--- src/slv_pkg.sv ---
package slv_pkg;

	// Slave bus data path
	localparam int SLV_DATA_W = 16;

	// One enable per byte lane, upper lane in bit 1
	typedef logic [1:0] slv_sel_t;

endpackage

--- src/tlp_pkg.sv ---
package tlp_pkg;

	// Link and header field widths
	localparam int WORD_W   = 16;
	localparam int FMT_W    = 2;
	localparam int TYPE_W   = 5;
	localparam int TC_W     = 3;
	localparam int ATTR_W   = 2;
	localparam int LEN_W    = 10;
	localparam int BE_W     = 4;
	localparam int TAG_W    = 8;
	localparam int REQID_W  = 16;
	localparam int ID_W     = 16;
	localparam int ADDR_W   = 62;
	localparam int BAR_W    = 7;
	localparam int BCOUNT_W = 12;

	// Completion with data
	localparam logic [FMT_W-1:0]  FMT_CPL_DATA = 2'b10;
	localparam logic [TYPE_W-1:0] TYPE_CPL     = 5'b01010;

	typedef enum logic [2:0] {
		TLP_MEM,
		TLP_MEM_LOCK,
		TLP_IO,
		TLP_CFG0,
		TLP_CFG1,
		TLP_MSG,
		TLP_CPL,
		TLP_CPL_LOCK
	} tlp_kind_t;

	// addr holds byte address bits 63:2
	typedef struct packed {
		logic [FMT_W-1:0]   fmt;
		logic [TYPE_W-1:0]  typ;
		tlp_kind_t          kind;
		logic [LEN_W-1:0]   length;
		logic [REQID_W-1:0] reqid;
		logic [TAG_W-1:0]   tag;
		logic [BE_W-1:0]    last_be;
		logic [BE_W-1:0]    first_be;
		logic [ADDR_W-1:0]  addr;
	} req_hdr_t;

endpackage

--- src/tlp_ifs.sv ---
`timescale 1ns/1ns

// Parsed request and payload stream from the receive parser
interface req_if;
	import tlp_pkg::*;

	req_hdr_t          hdr;
	logic              hdr_valid;
	logic              wr_valid;
	logic [WORD_W-1:0] wr_data;
	logic              pkt_end;

	modport parser (output hdr, hdr_valid, wr_valid, wr_data, pkt_end);
	modport consumer (input hdr, hdr_valid, wr_valid, wr_data, pkt_end);
endinterface

// Completion fields and read data toward the transmitter
interface cpl_if;
	import tlp_pkg::*;

	logic                hdr_valid;
	logic [LEN_W-1:0]    length;
	logic [BCOUNT_W-1:0] bcount;
	logic [6:0]          lower_addr;
	logic [REQID_W-1:0]  reqid;
	logic [TAG_W-1:0]    tag;
	logic [WORD_W-1:0]   data;
	logic                done;
	logic                data_ready;

	modport seq (
		output hdr_valid, length, bcount, lower_addr, reqid, tag, data, done,
		input  data_ready
	);
	modport tx (
		input  hdr_valid, length, bcount, lower_addr, reqid, tag, data, done,
		output data_ready
	);
endinterface

--- src/cpl_transmitter.sv ---
`timescale 1ns/1ns

module cpl_transmitter (
	input  logic                       pcie_clk,
	input  logic                       sys_rst,
	input  logic [7:0]                 bus_num_i,
	input  logic [4:0]                 dev_num_i,
	input  logic [2:0]                 func_num_i,
	cpl_if.tx                          cpl,
	output logic                       tx_req_o,
	output logic                       tx_st_o,
	output logic                       tx_end_o,
	output logic [tlp_pkg::WORD_W-1:0] tx_data_o,
	input  logic                       tx_rdy_i
);
	import tlp_pkg::*;

	typedef enum logic [2:0] {
		T_IDLE,
		T_WAIT,
		T_H1,
		T_H2,
		T_H3,
		T_H4,
		T_H5,
		T_DATA
	} tx_state_t;

	tx_state_t       state;
	logic [ID_W-1:0] cpl_id;

	assign cpl_id = {bus_num_i, dev_num_i, func_num_i};

	always_ff @(posedge pcie_clk) begin
		if (sys_rst) begin
			state <= T_IDLE;
			tx_req_o <= 1'b0;
			tx_st_o <= 1'b0;
			tx_end_o <= 1'b0;
			cpl.data_ready <= 1'b0;
		end else begin
			tx_st_o <= 1'b0;
			tx_end_o <= 1'b0;
			case (state)
				T_IDLE: begin
					if (cpl.hdr_valid) begin
						tx_req_o <= 1'b1;
						state <= T_WAIT;
					end
				end
				T_WAIT: begin
					if (tx_rdy_i) begin
						tx_req_o <= 1'b0;
						tx_st_o <= 1'b1;
						tx_data_o <= {1'b0, FMT_CPL_DATA, TYPE_CPL, 1'b0, {TC_W{1'b0}}, 4'h0};
						state <= T_H1;
					end
				end
				T_H1: begin
					tx_data_o <= {2'b00, {ATTR_W{1'b0}}, 2'b00, cpl.length};
					state <= T_H2;
				end
				T_H2: begin
					tx_data_o <= cpl_id;
					// Sequencer read pipeline is three cycles deep
					cpl.data_ready <= 1'b1;
					state <= T_H3;
				end
				T_H3: begin
					tx_data_o <= {3'b000, 1'b0, cpl.bcount};
					state <= T_H4;
				end
				T_H4: begin
					tx_data_o <= cpl.reqid;
					state <= T_H5;
				end
				T_H5: begin
					tx_data_o <= {cpl.tag, 1'b0, cpl.lower_addr};
					state <= T_DATA;
				end
				T_DATA: begin
					tx_data_o <= cpl.data;
					if (cpl.done) begin
						tx_end_o <= 1'b1;
						cpl.data_ready <= 1'b0;
						state <= T_IDLE;
					end
				end
				default: state <= T_IDLE;
			endcase
		end
	end

endmodule

--- src/pcie_tlp_top.sv ---
`timescale 1ns/1ns

module pcie_tlp_top #(
	parameter int SLV_ADDR_W = 19
) (
	input  logic                           pcie_clk,
	input  logic                           sys_rst,
	// Management
	input  logic [tlp_pkg::BAR_W-1:0]      bar_hit_i,
	input  logic [7:0]                     bus_num_i,
	input  logic [4:0]                     dev_num_i,
	input  logic [2:0]                     func_num_i,
	// Receive link
	input  logic                           rx_st_i,
	input  logic                           rx_end_i,
	input  logic [tlp_pkg::WORD_W-1:0]     rx_data_i,
	// Transmit link
	output logic                           tx_req_o,
	input  logic                           tx_rdy_i,
	output logic                           tx_st_o,
	output logic                           tx_end_o,
	output logic [tlp_pkg::WORD_W-1:0]     tx_data_o,
	// Receive credits
	output logic [7:0]                     pd_num_o,
	output logic                           ph_cr_o,
	output logic                           pd_cr_o,
	output logic                           nph_cr_o,
	output logic                           npd_cr_o,
	// Slave bus
	output logic [tlp_pkg::BAR_W-1:0]      slv_bar_o,
	output logic                           slv_ce_o,
	output logic                           slv_we_o,
	output logic [SLV_ADDR_W-1:0]          slv_adr_o,
	output logic [slv_pkg::SLV_DATA_W-1:0] slv_dat_o,
	output slv_pkg::slv_sel_t              slv_sel_o,
	input  logic [slv_pkg::SLV_DATA_W-1:0] slv_dat_i
);

	req_if req ();
	cpl_if cpl ();

	// ------------------------------------------------------------
	// Receive side
	// ------------------------------------------------------------
	tlp_rx_parser u_parser (
		.pcie_clk,
		.sys_rst,
		.rx_st_i,
		.rx_end_i,
		.rx_data_i,
		.req      (req.parser)
	);

	rx_credit_return u_credit (
		.pcie_clk,
		.sys_rst,
		.bar_hit_i,
		.req      (req.consumer),
		.ph_cr_o,
		.pd_cr_o,
		.nph_cr_o,
		.npd_cr_o,
		.pd_num_o
	);

	// ------------------------------------------------------------
	// Slave access and completion
	// ------------------------------------------------------------
	slave_sequencer #(
		.SLV_ADDR_W (SLV_ADDR_W)
	) u_seq (
		.pcie_clk,
		.sys_rst,
		.bar_hit_i,
		.req       (req.consumer),
		.cpl       (cpl.seq),
		.slv_bar_o,
		.slv_ce_o,
		.slv_we_o,
		.slv_adr_o,
		.slv_dat_o,
		.slv_sel_o,
		.slv_dat_i
	);

	cpl_transmitter u_tx (
		.pcie_clk,
		.sys_rst,
		.bus_num_i,
		.dev_num_i,
		.func_num_i,
		.cpl       (cpl.tx),
		.tx_req_o,
		.tx_st_o,
		.tx_end_o,
		.tx_data_o,
		.tx_rdy_i
	);

endmodule

--- src/rx_credit_return.sv ---
`timescale 1ns/1ns

module rx_credit_return (
	input  logic                      pcie_clk,
	input  logic                      sys_rst,
	input  logic [tlp_pkg::BAR_W-1:0] bar_hit_i,
	req_if.consumer                   req,
	output logic                      ph_cr_o,
	output logic                      pd_cr_o,
	output logic                      nph_cr_o,
	output logic                      npd_cr_o,
	output logic [7:0]                pd_num_o
);
	import tlp_pkg::*;

	logic [7:0] pd_need;

	// Payload dwords in units of 4, rounded up
	assign pd_need = req.hdr.length[LEN_W-1:2] + {7'd0, |req.hdr.length[1:0]};

	always_ff @(posedge pcie_clk) begin
		if (sys_rst) begin
			ph_cr_o <= 1'b0;
			pd_cr_o <= 1'b0;
			nph_cr_o <= 1'b0;
			npd_cr_o <= 1'b0;
			pd_num_o <= 8'h00;
		end else begin
			ph_cr_o <= 1'b0;
			pd_cr_o <= 1'b0;
			nph_cr_o <= 1'b0;
			npd_cr_o <= 1'b0;
			pd_num_o <= 8'h00;
			if (req.pkt_end) begin
				case (req.hdr.kind)
					TLP_MEM, TLP_MEM_LOCK: begin
						if (bar_hit_i != '0) begin
							if (req.hdr.fmt[1]) begin
								ph_cr_o <= 1'b1;
								pd_cr_o <= 1'b1;
								pd_num_o <= pd_need;
							end else begin
								nph_cr_o <= 1'b1;
							end
						end
					end
					TLP_IO, TLP_CFG0, TLP_CFG1: begin
						nph_cr_o <= 1'b1;
						npd_cr_o <= req.hdr.fmt[1];
					end
					TLP_MSG: begin
						ph_cr_o <= 1'b1;
						if (req.hdr.fmt[1]) begin
							pd_cr_o <= 1'b1;
							pd_num_o <= pd_need;
						end
					end
					default: ;
				endcase
			end
		end
	end

endmodule

--- src/slave_sequencer.sv ---
`timescale 1ns/1ns

module slave_sequencer #(
	parameter int SLV_ADDR_W = 19
) (
	input  logic                          pcie_clk,
	input  logic                          sys_rst,
	input  logic [tlp_pkg::BAR_W-1:0]     bar_hit_i,
	req_if.consumer                       req,
	cpl_if.seq                            cpl,
	output logic [tlp_pkg::BAR_W-1:0]     slv_bar_o,
	output logic                          slv_ce_o,
	output logic                          slv_we_o,
	output logic [SLV_ADDR_W-1:0]         slv_adr_o,
	output logic [slv_pkg::SLV_DATA_W-1:0] slv_dat_o,
	output slv_pkg::slv_sel_t             slv_sel_o,
	input  logic [slv_pkg::SLV_DATA_W-1:0] slv_dat_i
);
	import tlp_pkg::*;
	import slv_pkg::*;

	typedef enum logic [1:0] {
		S_IDLE,
		S_WRITE,
		S_RD_HDR,
		S_RD_DATA
	} seq_state_t;

	seq_state_t          state;
	logic [SLV_ADDR_W-1:0] start_adr;
	logic [SLV_ADDR_W-1:0] hw_adr;
	logic [LEN_W:0]      hw_idx;
	logic [LEN_W:0]      hw_end;
	logic [BE_W-1:0]     lane_be;
	slv_sel_t            lane_sel;
	logic [1:0]          first_lo;
	logic [1:0]          first_hi;
	logic [1:0]          last_hi;
	logic [BCOUNT_W-1:0] bcount_calc;
	logic                rd_last;
	logic                cap_q;
	logic                cap_last;

	function automatic logic [1:0] be_low(input logic [BE_W-1:0] be);
		logic [1:0] pos;
		pos = 2'd0;
		for (int i = BE_W - 1; i >= 0; i--) begin
			if (be[i])
				pos = 2'(i);
		end
		return pos;
	endfunction

	function automatic logic [1:0] be_high(input logic [BE_W-1:0] be);
		logic [1:0] pos;
		pos = 2'd0;
		for (int i = 0; i < BE_W; i++) begin
			if (be[i])
				pos = 2'(i);
		end
		return pos;
	endfunction

	// Halfword address, dword aligned
	assign start_adr = {req.hdr.addr[SLV_ADDR_W-2:0], 1'b0};
	assign hw_end = {cpl.length, 1'b0};

	assign first_lo = be_low(req.hdr.first_be);
	assign first_hi = be_high(req.hdr.first_be);
	assign last_hi = be_high(req.hdr.last_be);

	always_comb begin
		if (req.hdr.length == LEN_W'(1))
			bcount_calc = BCOUNT_W'(first_hi) - BCOUNT_W'(first_lo) + BCOUNT_W'(1);
		else
			bcount_calc = {req.hdr.length, 2'b00} - BCOUNT_W'(first_lo)
				- BCOUNT_W'(2'd3 - last_hi);
	end

	// Byte enables of the dword that holds halfword hw_idx
	always_comb begin
		if (hw_idx[LEN_W:1] == '0)
			lane_be = req.hdr.first_be;
		else if (hw_idx[LEN_W:1] == req.hdr.length - LEN_W'(1))
			lane_be = req.hdr.last_be;
		else
			lane_be = '1;
		lane_sel = hw_idx[0] ? {lane_be[2], lane_be[3]} : {lane_be[0], lane_be[1]};
	end

	always_ff @(posedge pcie_clk) begin
		if (sys_rst) begin
			state <= S_IDLE;
			slv_bar_o <= '0;
			slv_ce_o <= 1'b0;
			slv_we_o <= 1'b0;
			slv_sel_o <= '0;
			cpl.hdr_valid <= 1'b0;
			cpl.done <= 1'b0;
			rd_last <= 1'b0;
			cap_q <= 1'b0;
			cap_last <= 1'b0;
		end else begin
			slv_ce_o <= 1'b0;
			slv_we_o <= 1'b0;
			cpl.done <= 1'b0;
			rd_last <= 1'b0;
			// Read data returns one cycle after the strobe
			cap_q <= slv_ce_o & ~slv_we_o;
			cap_last <= rd_last;
			if (cap_q) begin
				cpl.data <= slv_dat_i;
				cpl.done <= cap_last;
			end
			case (state)
				S_IDLE: begin
					if (req.hdr_valid && req.hdr.kind == TLP_MEM) begin
						slv_bar_o <= bar_hit_i;
						hw_adr <= start_adr;
						hw_idx <= '0;
						state <= req.hdr.fmt[1] ? S_WRITE : S_RD_HDR;
					end
				end
				S_WRITE: begin
					if (req.wr_valid) begin
						slv_ce_o <= 1'b1;
						slv_we_o <= 1'b1;
						slv_adr_o <= hw_adr;
						slv_dat_o <= req.wr_data;
						slv_sel_o <= lane_sel;
						hw_adr <= hw_adr + 1'b1;
						hw_idx <= hw_idx + 1'b1;
					end
					if (req.pkt_end)
						state <= S_IDLE;
				end
				S_RD_HDR: begin
					cpl.length <= req.hdr.length;
					cpl.bcount <= bcount_calc;
					cpl.lower_addr <= {req.hdr.addr[4:0], first_lo};
					cpl.reqid <= req.hdr.reqid;
					cpl.tag <= req.hdr.tag;
					cpl.hdr_valid <= 1'b1;
					state <= S_RD_DATA;
				end
				S_RD_DATA: begin
					if (cpl.data_ready) begin
						cpl.hdr_valid <= 1'b0;
						if (hw_idx != hw_end) begin
							slv_ce_o <= 1'b1;
							slv_adr_o <= hw_adr;
							slv_sel_o <= 2'b11;
							rd_last <= (hw_idx + 1'b1 == hw_end);
							hw_adr <= hw_adr + 1'b1;
							hw_idx <= hw_idx + 1'b1;
						end
					end
					if (cap_q && cap_last)
						state <= S_IDLE;
				end
				default: state <= S_IDLE;
			endcase
		end
	end

endmodule

--- src/tlp_rx_parser.sv ---
`timescale 1ns/1ns

module tlp_rx_parser (
	input  logic                       pcie_clk,
	input  logic                       sys_rst,
	input  logic                       rx_st_i,
	input  logic                       rx_end_i,
	input  logic [tlp_pkg::WORD_W-1:0] rx_data_i,
	req_if.parser                      req
);
	import tlp_pkg::*;

	typedef enum logic [3:0] {
		RX_IDLE,
		RX_LEN,
		RX_REQID,
		RX_TAG,
		RX_ADDR3,
		RX_ADDR2,
		RX_ADDR1,
		RX_ADDR0,
		RX_DATA,
		RX_SKIP
	} rx_state_t;

	rx_state_t state;
	tlp_kind_t kind_w;

	// Format and type decode of header word 0
	always_comb begin
		if (rx_data_i[12]) begin
			kind_w = TLP_MSG;
		end else if (!rx_data_i[11]) begin
			case (rx_data_i[10:8])
				3'b000:  kind_w = TLP_MEM;
				3'b001:  kind_w = TLP_MEM_LOCK;
				3'b010:  kind_w = TLP_IO;
				3'b100:  kind_w = TLP_CFG0;
				default: kind_w = TLP_CFG1;
			endcase
		end else if (rx_data_i[8]) begin
			kind_w = TLP_CPL_LOCK;
		end else begin
			kind_w = TLP_CPL;
		end
	end

	always_ff @(posedge pcie_clk) begin
		if (sys_rst) begin
			state <= RX_IDLE;
			req.hdr_valid <= 1'b0;
			req.wr_valid <= 1'b0;
			req.pkt_end <= 1'b0;
		end else begin
			req.hdr_valid <= 1'b0;
			req.wr_valid <= 1'b0;
			req.pkt_end <= rx_end_i;
			case (state)
				RX_IDLE: begin
					if (rx_st_i) begin
						req.hdr.fmt <= rx_data_i[14:13];
						req.hdr.typ <= rx_data_i[12:8];
						req.hdr.kind <= kind_w;
						state <= RX_LEN;
					end
				end
				RX_LEN: begin
					req.hdr.length <= rx_data_i[LEN_W-1:0];
					// Completions carry no request fields
					state <= req.hdr.typ[3] ? RX_SKIP : RX_REQID;
				end
				RX_REQID: begin
					req.hdr.reqid <= rx_data_i;
					state <= RX_TAG;
				end
				RX_TAG: begin
					req.hdr.tag <= rx_data_i[15:8];
					req.hdr.last_be <= rx_data_i[7:4];
					req.hdr.first_be <= rx_data_i[3:0];
					if (req.hdr.fmt[0]) begin
						state <= RX_ADDR3;
					end else begin
						req.hdr.addr[61:30] <= '0;
						state <= RX_ADDR1;
					end
				end
				RX_ADDR3: begin
					req.hdr.addr[61:46] <= rx_data_i;
					state <= RX_ADDR2;
				end
				RX_ADDR2: begin
					req.hdr.addr[45:30] <= rx_data_i;
					state <= RX_ADDR1;
				end
				RX_ADDR1: begin
					req.hdr.addr[29:14] <= rx_data_i;
					state <= RX_ADDR0;
				end
				RX_ADDR0: begin
					req.hdr.addr[13:0] <= rx_data_i[15:2];
					req.hdr_valid <= 1'b1;
					state <= RX_DATA;
				end
				RX_DATA: begin
					req.wr_valid <= 1'b1;
					req.wr_data <= rx_data_i;
				end
				default: ;
			endcase
			if (rx_end_i)
				state <= RX_IDLE;
		end
	end

endmodule

--- config.mk ---
export PLATFORM = sky130hd
export DESIGN_NAME = pcie_tlp_top
export DESIGN_NICKNAME = d
export VERILOG_FILES = /design/src/slv_pkg.sv /design/src/tlp_pkg.sv /design/src/tlp_ifs.sv /design/src/cpl_transmitter.sv /design/src/pcie_tlp_top.sv /design/src/rx_credit_return.sv /design/src/slave_sequencer.sv /design/src/tlp_rx_parser.sv
export SDC_FILE = /design/constraint.sdc
export NUM_CORES = 1
export LEC_CHECK = 0
export BUFFER_PORTS_ARGS = -buffer_cell sky130_fd_sc_hd__buf_2
export CAP_MARGIN = 20
export CORE_MARGIN = 10
export CORE_UTILIZATION = 60
export CTS_BUF_LIST = sky130_fd_sc_hd__clkbuf_2
export CTS_CLUSTER_DIAMETER = 80
export CTS_CLUSTER_SIZE = 12
export DETAILED_ROUTE_END_ITERATION = 12
export PLACE_DENSITY = 0.86
export SETUP_SLACK_MARGIN = 0.4
export SYNTH_ARGS = -nofsm -noshare
export SYNTH_HDL_FRONTEND = slang
export SYNTH_SLANG_ARGS = --single-unit
--- constraint.sdc ---
create_clock -name pcie_clk -period 7.1 [get_ports pcie_clk]
set_input_delay 0.71 -clock pcie_clk [delete_from_list [all_inputs] [get_ports pcie_clk]]
set_output_delay 0.71 -clock pcie_clk [all_outputs]
set_load 0.05 [all_outputs]
# --- Word-level counts from Yosys, hierarchy flattened ---
# Cells that the tools add are included.
# W data, S select, Z words.
classes:
  add_sub_neg: 9
  mux: 75
  n_eq_ne: 40
  bitwise: 12
  n_reduce_logical: 48
ops:
  columns: ["operator", "n"]
  rows:
  - ["$mux W19", 7]
  - ["$pmux W16 S7", 1]
  - ["$pmux W19 S3", 1]
  - ["$mux W11", 4]
  - ["$pmux W19 S2", 1]
  - ["$mux W2", 17]
  - ["$pmux W11 S3", 1]
  - ["$pmux W4 S8", 1]
  - ["$pmux W3 S8", 1]
  - ["$reduce_and A2 Y1", 12]
  - ["$eq A3 B3 Y1 const B", 7]
  - ["$add A19 B1 Y19 const B", 1]
  - ["$mux W1", 18]
  - ["$reduce_and A3 Y1", 6]
  - ["$eq A4 B3 Y1 const B", 4]
  - ["$mux W16", 1]
  - ["$mux W4", 4]
  - ["$mux W8", 2]
  - ["$pmux W8 S2", 1]
  - ["$reduce_or A2 Y1", 8]
  - ["$eq A3 B2 Y1 const B", 5]
  - ["$pmux W1 S2", 7]
  - ["$reduce_bool A7 Y1", 2]
  - ["$add A12 B1 Y12 const B", 1]
  - ["other kinds (39)", 71]
totals:
  input_bits: 60
  regBits: 279
  wordCells: 230

# --- Logic depth before layout (Yosys ltp) ---
depth:
  ltp_word: 7
  mapped_depth: 12
  mapped_depth_nobuf: 12

# --- Hierarchy ---
# A second synthesis with hierarchy kept.
hier_totals:
  hier_cells: 946
  hier_area_um2: 13360.3
modules_own_cells:
  columns: ["module", "cells_each", "area_each_um2", "instances"]
  rows:
  - ["slave_sequencer", 503, 6608.8, 1]
  - ["tlp_rx_parser", 227, 4615.7, 1]
  - ["cpl_transmitter", 160, 1590.3, 1]
  - ["rx_credit_return", 56, 545.5, 1]

# --- Worst setup path after synthesis ---
# OpenSTA, ideal clock, no wires.
synth_path:
  path_kind: "input port to flip-flop"
  from: "input port sys_rst"
  to: "register u_seq.cpl.bcount[0], enable pin"
  stages: 3
  arrival_time_ns: 3.459
  setup_time_ns: 0.469
  required_time_ns: 6.631
  setup_slack_ns: 3.171
  cell_sequence: "clkbuf_1 -> clkbuf_1 -> nor2b_1"
synth_between:
  elab_chain_cells: 2
synth_rtl:
  columns: ["item", "line", "text"]
  rows:
  - ["start, declared", "pcie_tlp_top.sv:7", "input logic sys_rst,"]
  - ["$not A1 Y1 (no source line)", null, null]
  - ["$reduce_and A2 Y1 (no source line)", null, null]
  - ["end signal, assigned", "slave_sequencer.sv:139", "cpl.bcount <= bcount_calc;"]
  - ["end, declared", "tlp_ifs.sv:32", "output hdr_valid, length, bcount, lower_addr, reqid, tag, data, done,"]
# No other way between the ends.
# A chain may end at the register's enable or synchronous reset.

# --- Worst setup path after layout ---
layout_path:
  from: "register, netlist name u_parser.req.hdr[65]"
  to: "register u_seq.cpl.bcount[11] (data pin)"
layout_between:
  elab_chain_cells: 7
layout_rtl:
  columns: ["item", "line", "text"]
  rows:
  - ["$mux W2 (*) (4 in a row)", "slave_sequencer.sv:48", "if (be[i])"]
  - ["via u_seq.first_lo[1]", "slave_sequencer.sv:36", "logic [1:0] first_lo;"]
  - ["$sub A12 B2 Y12 / $sub A2 B2 Y3 (equally long branches)", "slave_sequencer.sv:76, slave_sequencer.sv:74", null]
  - ["$sub A12 B12 Y12 / $add A12 B1 Y12 (equally long branches)", "slave_sequencer.sv:77, slave_sequencer.sv:74", null]
  - ["$mux W12 (*)", "slave_sequencer.sv:73", "if (req.hdr.length == LEN_W'(1))"]
  - ["via u_seq.bcount_calc[11]", "slave_sequencer.sv:39", "logic [BCOUNT_W-1:0] bcount_calc;"]
# Mark *: on every way through the listed nets, which the timed path passes. The rest lies on a longest branch.

==> flow_summary.yaml <==
clock_network:
  cts.repair.resized: 0
  cts.clk_slew.worst_paths_ps: 220
  clock_latency_ps: 860
  ctsHtreeMaxLevel: 1
  hold_buffers: 15
  cts_setup_buffers: 0
  cts_root_buffer: "clkbuf_2"
  clk_path_buf_depth: 3
  tritoncts: "yes"
  cts_buffers: 27
  clock-sinks: 276
critical_path:
  crit_path_end_kind: "flop"
  regToRegSetupSlack_ps: 4250
  critPathMaxStageDelay_ps: 450
  path_buf_inv: 2
  start_kind: "flop"
  path_class: "reg -> reg"
  worstPathArrival_ps: 3460
  required_ps: 7710
  cpLargestDelayFamily: "simple AND/OR/NAND/NOR gates"
  critPathSlowestCell: "edfxtp_1"
  cp_max_fo: 4
  worstPathCellList: "nor2_1 > nor3_1 > ha_1 > inv_1 > ha_1 > inv_1 > fa_1 > nor3b_1 > and2_1 > nand2_1 > xor2_1 > a21oi_1"
grt:
  grt_max_degree: 42
  grt_overflow_total: 0
  antenna_found_initial: 2
  grt_pass1_vias: 7230
  grt.total_usage: 0.208
  grt_pass1_wl_um: 40200
sta:
  max_freq_mhz: 350
  period_share: 0.402
  rsz0062_at_grt: "no"
  period_needed_ps: 2850
  slew_headroom: 0.337
  maxSlewViolCount: 0
  tns_ps: 0
  fin_skew_ps: 82.9
  final_hold_viol_count: 0
  tightest_slew_ps: 994
  setup_violations: 0
power_and_ir_drop:
  irDropWorstVdd_mv: 0.136
  leakage_nw: 4.61
  powerDensity_mw_per_mm2: 209
finish:
  multi_input_area_mm2: 0.00323
  final_area_mm2: 0.0127
  fillers: 1293
  drive_gt1_frac: 0.215
  synthToLayoutAreaGrowth_pct: 11.8
  seqCellArea_mm2: 0.00785
  nNetsFinal: 1056
yosys:
  ys_types: 64
  syn-cell-area_mm2: 0.0113
  yosys.area.top_type: "edfxtp_1"
  synth_edf_count: 232
  synth_seq_cells: 276
  synth.net_count: 908
  synthCells: 827
  synthArstFlopShare: 0
  yosysWarningCount: 0
  yosysTopAreaCellShare: 0.614
  syn_avg_cell_area_um2: 13.7
  seq_area_frac_synth: 0.692
  synth_area_leaders: "edfxtp_1 61%, dfxtp_1 7.8%, xor2_1 3.2%"
  synth-main-ff-cell: "edfxtp_1"
detailed_routing:
  drc: 0
  viasPerCell: 5.97
  antenna_left: 0
  drt_wl_total_um: 26200
  drt-initial-drc-count: 803
  drt-wirelength-per-cell_um: 21.3
  num_vias: 7355
  drt-pass1-iter-count: 5
floorplan:
  die_area_mm2: 0.0248
  die_w_um: 158
  core_mm2: 0.0186
  start_util: 0.609
  io_pins: 137
  die-height_um: 158
  rows: 50
placed_design:
  routabilityCongestion: 0.897
  io_buffers: 136
  dpl.hpwl_um: 18700
  place_area_mm2: 0.0122
run:
  drv_cap: 0
hold_path:
  hold_class: "in -> reg"
outcome:
  status: "finished, final reports clean"
[power by group]
group	internal, W	leakage (nW)	switching, W
logic	0.0000706	1.95	0.000145
registers	0.00177	2.44	0.0000124
clock network	0.000174	0.209	0.000484
[cells in the mapped netlist, types with 14 or more instances]
| master | count |
|---|---|
| edfxtp_1 | 232 |
| nor2_1 | 78 |
| a21oi_1 | 46 |
| dfxtp_1 | 44 |
| xor2_1 | 42 |
| clkbuf_1 | 31 |
| nand2_1 | 30 |
| nor3_1 | 25 |
| inv_1 | 24 |
| xnor2_1 | 24 |
| nand3_1 | 23 |
| ha_1 | 19 |
| a22oi_1 | 18 |
| nor2b_1 | 16 |
| o21ai_0 | 14 |
[layer usage]
metal  vias to the layer above  global-route usage  wire length (µm)
li1                       3382                   -                 -
met4                         0              0.0574               537
met3                        43              0.0426              2670
met5                         -                   0                 0
met2                       406               0.342             12700
met1                      3524               0.277             10300
[layout by cell type (no fill, tap or decap), types with 6 or more instances in the layout]
cell | Yosys | final
nand2_1 | 30 | 30
xnor2_1 | 24 | 24
a21oi_1 | 46 | 45
mux2i_1 | 13 | 13
buf_2 | 7 | 136
a221oi_1 | 12 | 12
nor3_1 | 25 | 24
inv_1 | 24 | 24
buf_4 | 3 | 8
a31oi_1 | 12 | 12
nor4_1 | 6 | 6
nor2b_1 | 16 | 15
nand4_1 | 7 | 7
dlygate4sd3_1 | 0 | 16
ha_1 | 19 | 19
xor2_1 | 42 | 42
nor2_1 | 78 | 78
o21ai_0 | 14 | 14
dfxtp_1 | 44 | 44
a22oi_1 | 18 | 18
clkbuf_2 | 2 | 48
edfxtp_1 | 232 | 232
nand3_1 | 23 | 23
and2_1 | 13 | 13
[cells by family after synthesis]
| group | count (synthesis) | share of synthesized area |
|---|---|---|
| DFF | 276 | 0.692 |
| AOI/OAI and AO/OA | 138 | 0.0821 |
| muxes | 15 | 0.0135 |
| adders and majority gates | 22 | 0.0254 |
| buffers and inverters | 70 | 0.0258 |
| xor gates and xnor gates | 67 | 0.0530 |
| and+or+nand+nor | 239 | 0.109 |
[path summary, 6_finish.rpt]
kind,startpoint,to,cells after the start
worst max register to register,u_parser.req.hdr[65],u_seq.cpl.bcount[11],12
worst min register to register,u_parser.req.wr_data[5],u_seq.slv_dat_o[5],0
worst max-delay path,u_parser.req.hdr[65],u_seq.cpl.bcount[11],12
worst min-delay path,rx_end_i,u_parser.state[2],2
[sequential cells by signal, indices dropped and copies added (netlist names), 2 cells and up]
register	flops
u_seq.cpl.reqid	16
u_seq.hw_idx	11
u_seq.cpl.tag	8
u_parser.req.hdr	66
u_seq.slv_bar_o	7
u_seq.cpl.data	16
u_seq.slv_adr_o	19
u_seq.cpl.bcount	12
u_seq.slv_dat_o	16
u_seq.cpl.lower_addr	7
u_parser.req.wr_data	16
u_seq.state	2
u_tx.tx_data_o	16
u_credit.pd_num_o	8
u_seq.hw_adr	19
u_seq.cpl.length	10
u_parser.state	4
u_tx.state	3
u_seq.slv_sel_o	2
[worst reg2reg max path: cells and delay by family (launching register included)]
kind / cells / cell delay [ps]
AND/OR/NAND/NOR: 5 / 990
flip-flops: 1 / 450
AO/OA/AOI/OAI: 1 / 90
adder cells (fa/ha/maj): 3 / 870
buffers and inverters: 2 / 110
XOR/XNOR: 1 / 160
[final cells by class]
| cell class | count | share of cell area |
|---|---|---|
| flip-flops and latches | 276 | 0.618 |
| multi-input cells | 481 | 0.255 |
| repair buffers | 165 | 0.0762 |
| well taps | 234 | 0.0231 |
| clock buffers | 47 | 0.0185 |
| inverters | 24 | 0.00710 |
| clock inverters | 3 | 0.00158 |
| diodes | 2 | 0.000394 |
[per-stage QoR]
| step | std cells | hold slack, ps | utilization | setup slack, ps | total power (W) |
|---|---|---|---|---|---|
| floorplan | 827 | 400 | - | 3170 | 0.00195 |
| global placement | 1159 | 401 | 0.655 | 4180 | 0.00201 |
| detailed placement | 1161 | 405 | 0.656 | 4130 | 0.00202 |
| CTS | 1226 | 1.01 | 0.678 | 4140 | 0.00266 |
| global route | 1231 | 19.8 | 0.681 | 4050 | 0.00276 |
| finish | 1232 | 102 | 0.681 | 4250 | 0.00265 |
Power figures use the tool's default switching activity.
